$ cat src/hdl/csr_pkg.sv
package csr_pkg;

    // Architectural widths
    localparam int XLEN       = 32;
    localparam int CSR_ADDR_W = 12;

    typedef logic [XLEN-1:0]       xlen_t;
    typedef logic [CSR_ADDR_W-1:0] csr_addr_t;

    // Privilege levels kept by this unit
    typedef enum logic [1:0] {
        U_MODE = 2'b00,
        M_MODE = 2'b11
    } priv_e;

    // Commands carried by a request
    typedef enum logic [2:0] {
        CSR_NOP   = 3'd0,
        CSR_W     = 3'd1,
        CSR_S     = 3'd2,
        CSR_C     = 3'd3,
        CSR_ECALL = 3'd4,
        CSR_MRET  = 3'd5
    } csr_cmd_e;

    // Machine trap setup
    localparam csr_addr_t ADDR_MSTATUS  = 12'h300;
    localparam csr_addr_t ADDR_MISA     = 12'h301;
    localparam csr_addr_t ADDR_MIE      = 12'h304;
    localparam csr_addr_t ADDR_MTVEC    = 12'h305;

    // Machine trap handling
    localparam csr_addr_t ADDR_MSCRATCH = 12'h340;
    localparam csr_addr_t ADDR_MEPC     = 12'h341;
    localparam csr_addr_t ADDR_MCAUSE   = 12'h342;
    localparam csr_addr_t ADDR_MTVAL    = 12'h343;
    localparam csr_addr_t ADDR_MIP      = 12'h344;

    // Exception and interrupt causes
    localparam xlen_t CAUSE_ILLEGAL_INSTRUCTION     = 32'd2;
    localparam xlen_t CAUSE_ECALL_U                 = 32'd8;
    localparam xlen_t CAUSE_ECALL_M                 = 32'd11;
    localparam xlen_t CAUSE_MACHINE_TIMER_INTERRUPT = 32'h8000_0007;

    // RV32 with A, I and M
    localparam xlen_t MISA_VALUE = 32'h4000_1101;

    // Field positions in mstatus
    localparam int MSTATUS_MIE_BIT  = 3;
    localparam int MSTATUS_MPIE_BIT = 7;
    localparam int MSTATUS_MPP_LSB  = 11;

    // Timer bit shared by mip.MTIP and mie.MTIE
    localparam int MTIP_BIT = 7;

    // mtvec mode field
    localparam logic [1:0] MTVEC_VECTORED = 2'b01;

endpackage
$ cat src/hdl/pipe_pkg.sv
package pipe_pkg;

    // One CSR-type instruction as issued by the core
    typedef struct packed {
        csr_pkg::csr_cmd_e  cmd;
        csr_pkg::csr_addr_t addr;
        csr_pkg::xlen_t     operand;
        csr_pkg::xlen_t     pc;
    } csr_req_t;

    // Output of the check stage
    typedef struct packed {
        logic           valid;
        csr_req_t       req;
        logic           exc;
        csr_pkg::xlen_t cause;
    } checked_t;

    // Result returned to the requester
    typedef struct packed {
        csr_pkg::xlen_t rdata;
        logic           trap;
        csr_pkg::xlen_t next_pc;
        csr_pkg::priv_e priv;
    } csr_rsp_t;

endpackage

$ cat src/hdl/csr_unit_top.sv
`timescale 1ns/1ps

module csr_unit_top (
    input  logic               clk,
    input  logic               rst_n,
    input  logic               req,
    input  pipe_pkg::csr_req_t cmd,
    output logic               ack,
    output pipe_pkg::csr_rsp_t rsp,
    input  logic               mtip
);

    logic               issue_valid;
    pipe_pkg::csr_req_t issue_req;
    pipe_pkg::checked_t checked;
    csr_pkg::priv_e     cur_priv;
    logic               done;
    pipe_pkg::csr_rsp_t done_rsp;

    // Four-phase front end
    csr_req_port port_i (
        .clk         (clk),
        .rst_n       (rst_n),
        .req         (req),
        .cmd         (cmd),
        .ack         (ack),
        .rsp         (rsp),
        .issue_valid (issue_valid),
        .issue_req   (issue_req),
        .done        (done),
        .done_rsp    (done_rsp)
    );

    csr_check_stage check_i (
        .clk         (clk),
        .rst_n       (rst_n),
        .issue_valid (issue_valid),
        .issue_req   (issue_req),
        .cur_priv    (cur_priv),
        .checked     (checked)
    );

    // CSR state and trap handling
    csr_file_stage file_i (
        .clk      (clk),
        .rst_n    (rst_n),
        .checked  (checked),
        .mtip     (mtip),
        .cur_priv (cur_priv),
        .done     (done),
        .done_rsp (done_rsp)
    );

endmodule

$ cat src/hdl/csr_file_stage.sv
`timescale 1ns/1ps

module csr_file_stage (
    input  logic               clk,
    input  logic               rst_n,
    input  pipe_pkg::checked_t checked,
    input  logic               mtip,
    output csr_pkg::priv_e     cur_priv,
    output logic               done,
    output pipe_pkg::csr_rsp_t done_rsp
);

    // Architectural state
    logic           mstatus_mie;
    logic           mstatus_mpie;
    csr_pkg::priv_e mstatus_mpp;
    logic           mie_mtie;
    csr_pkg::xlen_t mtvec;
    csr_pkg::xlen_t mscratch;
    csr_pkg::xlen_t mepc;
    csr_pkg::xlen_t mcause;
    csr_pkg::xlen_t mtval;

    csr_pkg::xlen_t     mstatus_rd;
    csr_pkg::xlen_t     mie_rd;
    csr_pkg::xlen_t     mip_rd;
    csr_pkg::xlen_t     rdata_old;
    csr_pkg::xlen_t     wdata;
    csr_pkg::xlen_t     trap_cause;
    csr_pkg::xlen_t     mtvec_base;
    csr_pkg::xlen_t     trap_pc;
    logic               is_rw;
    logic               is_mret;
    logic               intr_pending;
    logic               take_trap;
    pipe_pkg::csr_rsp_t rsp_next;

    // Register views of the partially implemented CSRs
    always_comb begin
        mstatus_rd = '0;
        mstatus_rd[csr_pkg::MSTATUS_MIE_BIT]        = mstatus_mie;
        mstatus_rd[csr_pkg::MSTATUS_MPIE_BIT]       = mstatus_mpie;
        mstatus_rd[csr_pkg::MSTATUS_MPP_LSB +: 2]   = mstatus_mpp;
        mie_rd = '0;
        mie_rd[csr_pkg::MTIP_BIT] = mie_mtie;
        mip_rd = '0;
        mip_rd[csr_pkg::MTIP_BIT] = mtip;
    end

    always_comb begin
        case (checked.req.addr)
            csr_pkg::ADDR_MSTATUS:  rdata_old = mstatus_rd;
            csr_pkg::ADDR_MISA:     rdata_old = csr_pkg::MISA_VALUE;
            csr_pkg::ADDR_MIE:      rdata_old = mie_rd;
            csr_pkg::ADDR_MTVEC:    rdata_old = mtvec;
            csr_pkg::ADDR_MSCRATCH: rdata_old = mscratch;
            csr_pkg::ADDR_MEPC:     rdata_old = mepc;
            csr_pkg::ADDR_MCAUSE:   rdata_old = mcause;
            csr_pkg::ADDR_MTVAL:    rdata_old = mtval;
            csr_pkg::ADDR_MIP:      rdata_old = mip_rd;
            default:                rdata_old = '0;
        endcase
    end

    always_comb begin
        case (checked.req.cmd)
            csr_pkg::CSR_W: wdata = checked.req.operand;
            csr_pkg::CSR_S: wdata = rdata_old | checked.req.operand;
            csr_pkg::CSR_C: wdata = rdata_old & ~checked.req.operand;
            default:        wdata = rdata_old;
        endcase
    end

    assign is_rw   = checked.req.cmd inside {csr_pkg::CSR_W, csr_pkg::CSR_S, csr_pkg::CSR_C};
    assign is_mret = checked.req.cmd == csr_pkg::CSR_MRET;

    // Timer interrupt is always enabled below M-mode
    assign intr_pending = mtip && mie_mtie && (cur_priv == csr_pkg::U_MODE || mstatus_mie);
    assign take_trap    = checked.exc || intr_pending;
    assign trap_cause   = checked.exc ? checked.cause : csr_pkg::CAUSE_MACHINE_TIMER_INTERRUPT;

    // Vectored mode offsets interrupts only; the interrupt bit shifts out
    assign mtvec_base = {mtvec[csr_pkg::XLEN-1:2], 2'b00};
    assign trap_pc    = (!checked.exc && mtvec[1:0] == csr_pkg::MTVEC_VECTORED)
                        ? mtvec_base + {trap_cause[csr_pkg::XLEN-3:0], 2'b00}
                        : mtvec_base;

    always_comb begin
        rsp_next.rdata = is_rw ? rdata_old : '0;
        rsp_next.trap  = take_trap;
        if (take_trap) begin
            rsp_next.next_pc = trap_pc;
            rsp_next.priv    = csr_pkg::M_MODE;
        end else if (is_mret) begin
            rsp_next.next_pc = mepc;
            rsp_next.priv    = mstatus_mpp;
        end else begin
            rsp_next.next_pc = checked.req.pc + csr_pkg::xlen_t'(4);
            rsp_next.priv    = cur_priv;
        end
    end

    always_ff @(posedge clk) begin
        if (!rst_n) begin
            cur_priv     <= csr_pkg::M_MODE;
            done         <= 1'b0;
            mstatus_mie  <= 1'b0;
            mstatus_mpie <= 1'b0;
            mstatus_mpp  <= csr_pkg::U_MODE;
            mie_mtie     <= 1'b0;
            mtvec        <= '0;
            mscratch     <= '0;
            mepc         <= '0;
            mcause       <= '0;
            mtval        <= '0;
        end else begin
            done <= checked.valid;
            if (checked.valid) begin
                if (take_trap) begin
                    // Trap entry drops an interrupted command
                    mepc         <= checked.req.pc;
                    mcause       <= trap_cause;
                    mtval        <= '0;
                    mstatus_mpie <= mstatus_mie;
                    mstatus_mie  <= 1'b0;
                    mstatus_mpp  <= cur_priv;
                    cur_priv     <= csr_pkg::M_MODE;
                end else if (is_mret) begin
                    mstatus_mie  <= mstatus_mpie;
                    mstatus_mpie <= 1'b1;
                    cur_priv     <= mstatus_mpp;
                    mstatus_mpp  <= csr_pkg::U_MODE;
                end else if (is_rw) begin
                    case (checked.req.addr)
                        csr_pkg::ADDR_MSTATUS: begin
                            mstatus_mie  <= wdata[csr_pkg::MSTATUS_MIE_BIT];
                            mstatus_mpie <= wdata[csr_pkg::MSTATUS_MPIE_BIT];
                            // Only U and M are legal in MPP
                            mstatus_mpp  <= (wdata[csr_pkg::MSTATUS_MPP_LSB +: 2] == 2'b11)
                                            ? csr_pkg::M_MODE : csr_pkg::U_MODE;
                        end
                        csr_pkg::ADDR_MIE:      mie_mtie <= wdata[csr_pkg::MTIP_BIT];
                        csr_pkg::ADDR_MTVEC:    mtvec    <= wdata;
                        csr_pkg::ADDR_MSCRATCH: mscratch <= wdata;
                        csr_pkg::ADDR_MEPC:     mepc     <= {wdata[csr_pkg::XLEN-1:2], 2'b00};
                        csr_pkg::ADDR_MCAUSE:   mcause   <= wdata;
                        csr_pkg::ADDR_MTVAL:    mtval    <= wdata;
                        // misa and mip are read-only here
                        default: begin
                        end
                    endcase
                end
            end
        end
    end

    always_ff @(posedge clk) begin
        if (checked.valid) begin
            done_rsp <= rsp_next;
        end
    end

endmodule

$ cat src/hdl/csr_check_stage.sv
`timescale 1ns/1ps

module csr_check_stage (
    input  logic               clk,
    input  logic               rst_n,
    input  logic               issue_valid,
    input  pipe_pkg::csr_req_t issue_req,
    input  csr_pkg::priv_e     cur_priv,
    output pipe_pkg::checked_t checked
);

    logic           is_rw;
    logic           rw_illegal;
    logic           mret_illegal;
    logic           exc;
    csr_pkg::xlen_t cause;

    always_comb begin
        is_rw = issue_req.cmd inside {csr_pkg::CSR_W, csr_pkg::CSR_S, csr_pkg::CSR_C};

        // Address bits 9:8 give the lowest mode allowed to touch the CSR
        rw_illegal   = is_rw && (issue_req.addr[9:8] > cur_priv);
        mret_illegal = issue_req.cmd == csr_pkg::CSR_MRET && cur_priv == csr_pkg::U_MODE;

        exc   = 1'b0;
        cause = '0;
        if (rw_illegal || mret_illegal) begin
            exc   = 1'b1;
            cause = csr_pkg::CAUSE_ILLEGAL_INSTRUCTION;
        end else if (issue_req.cmd == csr_pkg::CSR_ECALL) begin
            exc   = 1'b1;
            cause = (cur_priv == csr_pkg::U_MODE) ? csr_pkg::CAUSE_ECALL_U
                                                  : csr_pkg::CAUSE_ECALL_M;
        end
    end

    always_ff @(posedge clk) begin
        if (!rst_n) begin
            checked.valid <= 1'b0;
        end else begin
            checked.valid <= issue_valid;
        end
    end

    // Payload of the checked item
    always_ff @(posedge clk) begin
        if (issue_valid) begin
            checked.req   <= issue_req;
            checked.exc   <= exc;
            checked.cause <= cause;
        end
    end

endmodule

$ cat src/hdl/csr_req_port.sv
`timescale 1ns/1ps

module csr_req_port (
    input  logic               clk,
    input  logic               rst_n,
    input  logic               req,
    input  pipe_pkg::csr_req_t cmd,
    output logic               ack,
    output pipe_pkg::csr_rsp_t rsp,
    output logic               issue_valid,
    output pipe_pkg::csr_req_t issue_req,
    input  logic               done,
    input  pipe_pkg::csr_rsp_t done_rsp
);

    typedef enum logic [1:0] {
        IDLE,
        BUSY,
        HOLD
    } state_e;

    state_e             state;
    logic               issue_pend;
    pipe_pkg::csr_rsp_t rsp_q;

    // Handshake sequencing
    always_ff @(posedge clk) begin
        if (!rst_n) begin
            state       <= IDLE;
            issue_pend  <= 1'b0;
            issue_valid <= 1'b0;
        end else begin
            // Request goes out one cycle after capture
            issue_valid <= issue_pend;
            issue_pend  <= 1'b0;
            case (state)
                IDLE: begin
                    if (req) begin
                        state      <= BUSY;
                        issue_pend <= 1'b1;
                    end
                end
                BUSY: begin
                    if (done) begin
                        state <= req ? HOLD : IDLE;
                    end
                end
                HOLD: begin
                    if (!req) begin
                        state <= IDLE;
                    end
                end
                default: state <= IDLE;
            endcase
        end
    end

    // Captured request and held response
    always_ff @(posedge clk) begin
        if (state == IDLE && req) begin
            issue_req <= cmd;
        end
        if (state == BUSY && done) begin
            rsp_q <= done_rsp;
        end
    end

    // ack follows done in the same cycle
    assign ack = (state == BUSY && done) || state == HOLD;
    assign rsp = done ? done_rsp : rsp_q;

endmodule

$ cat config.mk
export PLATFORM = sky130hd
export DESIGN_NAME = csr_unit_top
export DESIGN_NICKNAME = d
export VERILOG_FILES = /design/src/hdl/csr_pkg.sv /design/src/hdl/pipe_pkg.sv /design/src/hdl/csr_unit_top.sv /design/src/hdl/csr_file_stage.sv /design/src/hdl/csr_check_stage.sv /design/src/hdl/csr_req_port.sv
export SDC_FILE = /design/constraint.sdc
export NUM_CORES = 1
export LEC_CHECK = 0
export BUFFER_PORTS_ARGS = -buffer_cell sky130_fd_sc_hd__buf_2
export CAP_MARGIN = 5
export CORE_MARGIN = 8
export CORE_UTILIZATION = 49
export DETAILED_ROUTE_END_ITERATION = 12
export PLACE_DENSITY = 0.67
export SLEW_MARGIN = 40
export SYNTH_ARGS = -nofsm -noshare
export SYNTH_HDL_FRONTEND = slang
export SYNTH_SLANG_ARGS = --single-unit
$ cat constraint.sdc
create_clock -name clk -period 8.75 [get_ports clk]
set_input_delay 1.3125 -clock clk [delete_from_list [all_inputs] [get_ports clk]]
set_output_delay 1.3125 -clock clk [all_outputs]
set_load 0.005 [all_outputs]
==> flow_metrics.env <==
export IMPL_drt_pass1_iter_count=7
export IMPL_slew_headroom=0.441
export IMPL_yosys_area_top_type="edfxtp_1"
export IMPL_cp_required_ns=7.44
export IMPL_path_max_fanout=52
export IMPL_syn_area_sq_um=20300
export IMPL_ios=151
export IMPL_core_sq_um=40900
export IMPL_area_growth_syn_to_layout_pct=13.9
export IMPL_cp_slowest_cell="buf_4"
export IMPL_grt_busiest_layer="met2"
export IMPL_cts_root_buf="clkbuf_16"
export IMPL_synth_top_area_frac=0.437
export IMPL_worst_setup_path_start_kind="flip-flop"
export IMPL_slew_violations=0
export IMPL_worstHoldEndpoint="check_i.checked[62]$_DFFE_PP_"
export IMPL_clk_pin_slew_worst_paths_ns=0.06
export IMPL_antenna_found_initial=1
export IMPL_cts_setup_buffers=0
export IMPL_status="complete, no violations"
export IMPL_postRouteAntennaNets=0
export IMPL_use_met2=0.393
export IMPL_worst_pin_slew_ns=0.836
export IMPL_final_cells=2370
export IMPL_overflow=0
export IMPL_syn_area_per_cell_sq_um=12.1
export IMPL_timing_rr_end="file_i.mepc[2]$_SDFFE_PN0P_"
export IMPL_cts_hold_buf=0
export IMPL_place_area_sq_um=21500
export IMPL_worstPathCellList="buf_4 -> mux2_2 -> buf_2"
export IMPL_hp_class="reg2reg"
export IMPL_powerDensity_nw_per_um2=199
export IMPL_fin_skew_ns=0.0184
export IMPL_fp_dieArea_sq_um=48200
export IMPL_grt_pass1_wl_mm=87.2
export IMPL_leakage_uw=0.00820
export IMPL_routabilityCongestion=0.988
export IMPL_grtUsageTotal=0.240
export IMPL_setup_viol=0
export IMPL_finalHoldViolCount=0
export IMPL_period_needed_ns=3.69
export IMPL_multi_input_area_sq_um=7470
export IMPL_cts_resized_gates=0
export IMPL_seq_area_sq_um=12400
export IMPL_critical_path_top_delay_family="buffers and inverters"
export IMPL_num_vias=14200
export IMPL_diodes=0
export IMPL_synth_distinct_cells=90
export IMPL_ys_top_cells_by_area="edfxtp_1, dfxtp_1, a22o_1"
export IMPL_synth_edf_count=296
export IMPL_final_nets=1889
export IMPL_crit_arrival_ns=2.37
export IMPL_max_stage_delay_ns=0.57
export IMPL_r2r_cells=9
export IMPL_fmax_mhz=271
export IMPL_yosysMostFrequentCell="edfxtp_1"
export IMPL_crit_buf_inv=2
export IMPL_die_x_um=220
export IMPL_grt_pass1_vias=14000
export IMPL_dp_hpwl_mm=42.5
export IMPL_r2r_slack_ns=5.31
export IMPL_cts_sinks=469
export IMPL_setup_tns_final_ns=0
export IMPL_rsz0062_at_grt="false"
export IMPL_globalRouteMet3Util=0.0343
export IMPL_initial_utilization=0.497
export IMPL_drv_cap=0
export IMPL_async_reset_ff_frac=0
export IMPL_cts_buffers=48
export IMPL_min_delay_start="port_i.issue_req[29]$_DFFE_PP_"
export IMPL_ys_ff_latch=469
export IMPL_period_share=0.421
export IMPL_grt_max_degree=96
export IMPL_routedWlPerCell_um=24.8
export IMPL_end_kind="output pin"
export IMPL_drive_above_1_share=0.207
export IMPL_yosysWarnings=0
export IMPL_ir_drop_mv=0.144
export IMPL_num_rows=74
export IMPL_die_height_um=220
export IMPL_min_path_cells=0
export IMPL_grt_use_met1=0.318
export IMPL_ys_flop_type="edfxtp_1"
export IMPL_cts_tree="done"
export IMPL_design_area_sq_um=23100
export IMPL_drt_first_iter_violations=1363
export IMPL_netlist_top_cells_count="edfxtp_1, dfxtp_1, nand2_1, nor2_1, a22o_1"
export IMPL_seq_area_frac_synth=0.608
export IMPL_place_port_buffers=150
export IMPL_crit_type="reg2out"
export IMPL_wl_mm=58.8
export IMPL_htreeDepth=2
export IMPL_avgViaCountPerCell=6.00
export IMPL_cts_buffer_depth=3
export IMPL_drc=0
export IMPL_timing_rr_start="check_i.checked[97]$_DFFE_PP_"
export IMPL_insertion_delay_ns=0.60
export IMPL_postSynthNetCount=1769
export IMPL_placed_cells=2279
export IMPL_syn_inst=1678
export IMPL_final_fill_count=3371
-- sequential cells by signal (all words and copies together) (netlist names) --
register,flops
file_i.mie_mtie,1
port_i.rsp_q,67
file_i.mscratch,32
port_i.issue_valid,1
port_i.state,2
file_i.mstatus_mpp,2
file_i.done_rsp,67
file_i.done,1
file_i.mtvec,32
file_i.mstatus_mie,1
file_i.mcause,32
port_i.issue_pend,1
file_i.mtval,32
file_i.mstatus_mpie,1
port_i.issue_req,79
file_i.mepc,32
file_i.cur_priv,2
check_i.checked,84
-- where the power goes --
group	leakage, uW	total, uW	switching (uW)	internal (uW)
Combinational	0.00327	138	92.0	46.1
Sequential	0.00417	2410	26.0	2390
Clock	0.000757	2060	859	1210
Total	0.00820	4610	977	3640
-- metrics by stage --
step	hold WS [ns]	setup slack, ns	util	power (uW)
after floorplan	0.400	1.12	-	2530
after global placement	0.401	4.88	0.524	2590
after detailed placement	0.405	4.89	0.526	2600
after CTS	0.418	4.99	0.565	4660
after global routing	0.424	4.92	0.566	4750
final	0.416	5.06	0.566	4610
-- worst reg2reg max path: cells and delay by family, from the launching register on --
family / cells / cell delay, ns
compound gates: 4 / 1.67
buf+inv: 2 / 0.60
flops: 1 / 0.37
simple gates: 3 / 0.66
-- per-layer routing --
metal	routed length, um	up-vias
met4	2170	0
li1	-	6558
met5	0	-
met3	3800	104
met2	28100	572
met1	24700	6991
-- cell usage in the layout, fill, tap and decap left out, types with 6 or more instances in the layout --
cell type	netlist	final
edfxtp_1	296	296
dfxtp_1	173	170
buf_2	32	150
nand2_1	142	141
nor2_1	113	111
a22o_1	108	108
nand3_1	91	91
mux2_2	73	73
o21ai_0	65	64
a21oi_1	52	52
clkbuf_16	0	50
mux2i_1	40	40
xnor2_1	39	39
o21ai_1	26	26
xor2_1	23	23
a22oi_1	22	22
nand4_1	20	20
a21o_1	20	20
buf_4	11	20
nor2b_1	19	18
clkbuf_1	47	18
o211ai_1	17	17
o21a_1	15	15
nor3_1	14	14
and2_1	15	13
inv_1	13	13
and3_1	14	12
o22ai_1	10	10
nand2b_1	9	9
a31oi_1	9	9
o2bb2ai_1	8	8
a221oi_1	8	8
o21ai_2	7	8
ha_1	7	7
a211oi_1	6	6
a32oi_1	6	6
-- cells by family after synthesis --
group / count (synthesis) / share of synthesized area
AND/OR/NAND/NOR: 485 / 0.123
flip-flops: 469 / 0.608
AO/OA/AOI/OAI: 418 / 0.149
buffers and inverters: 122 / 0.0284
multiplexers: 114 / 0.0607
XOR/XNOR: 62 / 0.0267
adder cells (fa/ha/maj): 8 / 0.00529
-- worst max-delay path by stage --
stage                                 from                             to  slack (ns)  cells after the start
floorplan                              req  port_i.issue_req[0]$_DFFE_PP_        1.12                      1
global placement                      mtip  file_i.mtval[15]$_SDFFE_PN0P_        4.88                      7
detailed placement                    mtip  file_i.mtvec[26]$_SDFFE_PN0P_        4.89                      8
CTS                 file_i.done$_SDFF_PN0_                            ack        4.99                      4
global route        file_i.done$_SDFF_PN0_                            ack        4.92                      4
finish              file_i.done$_SDFF_PN0_                        rsp[66]        5.06                      3
-- area by class of cell --
cell class	count	share of cell area
repair buffers	177	0.0428
clock inverters	19	0.0102
multi-input cells	1087	0.323
inverters	15	0.00243
clock buffers	71	0.0588
well taps	532	0.0288
flip-flops and latches	469	0.534
(Power assumes the default switching activity.)
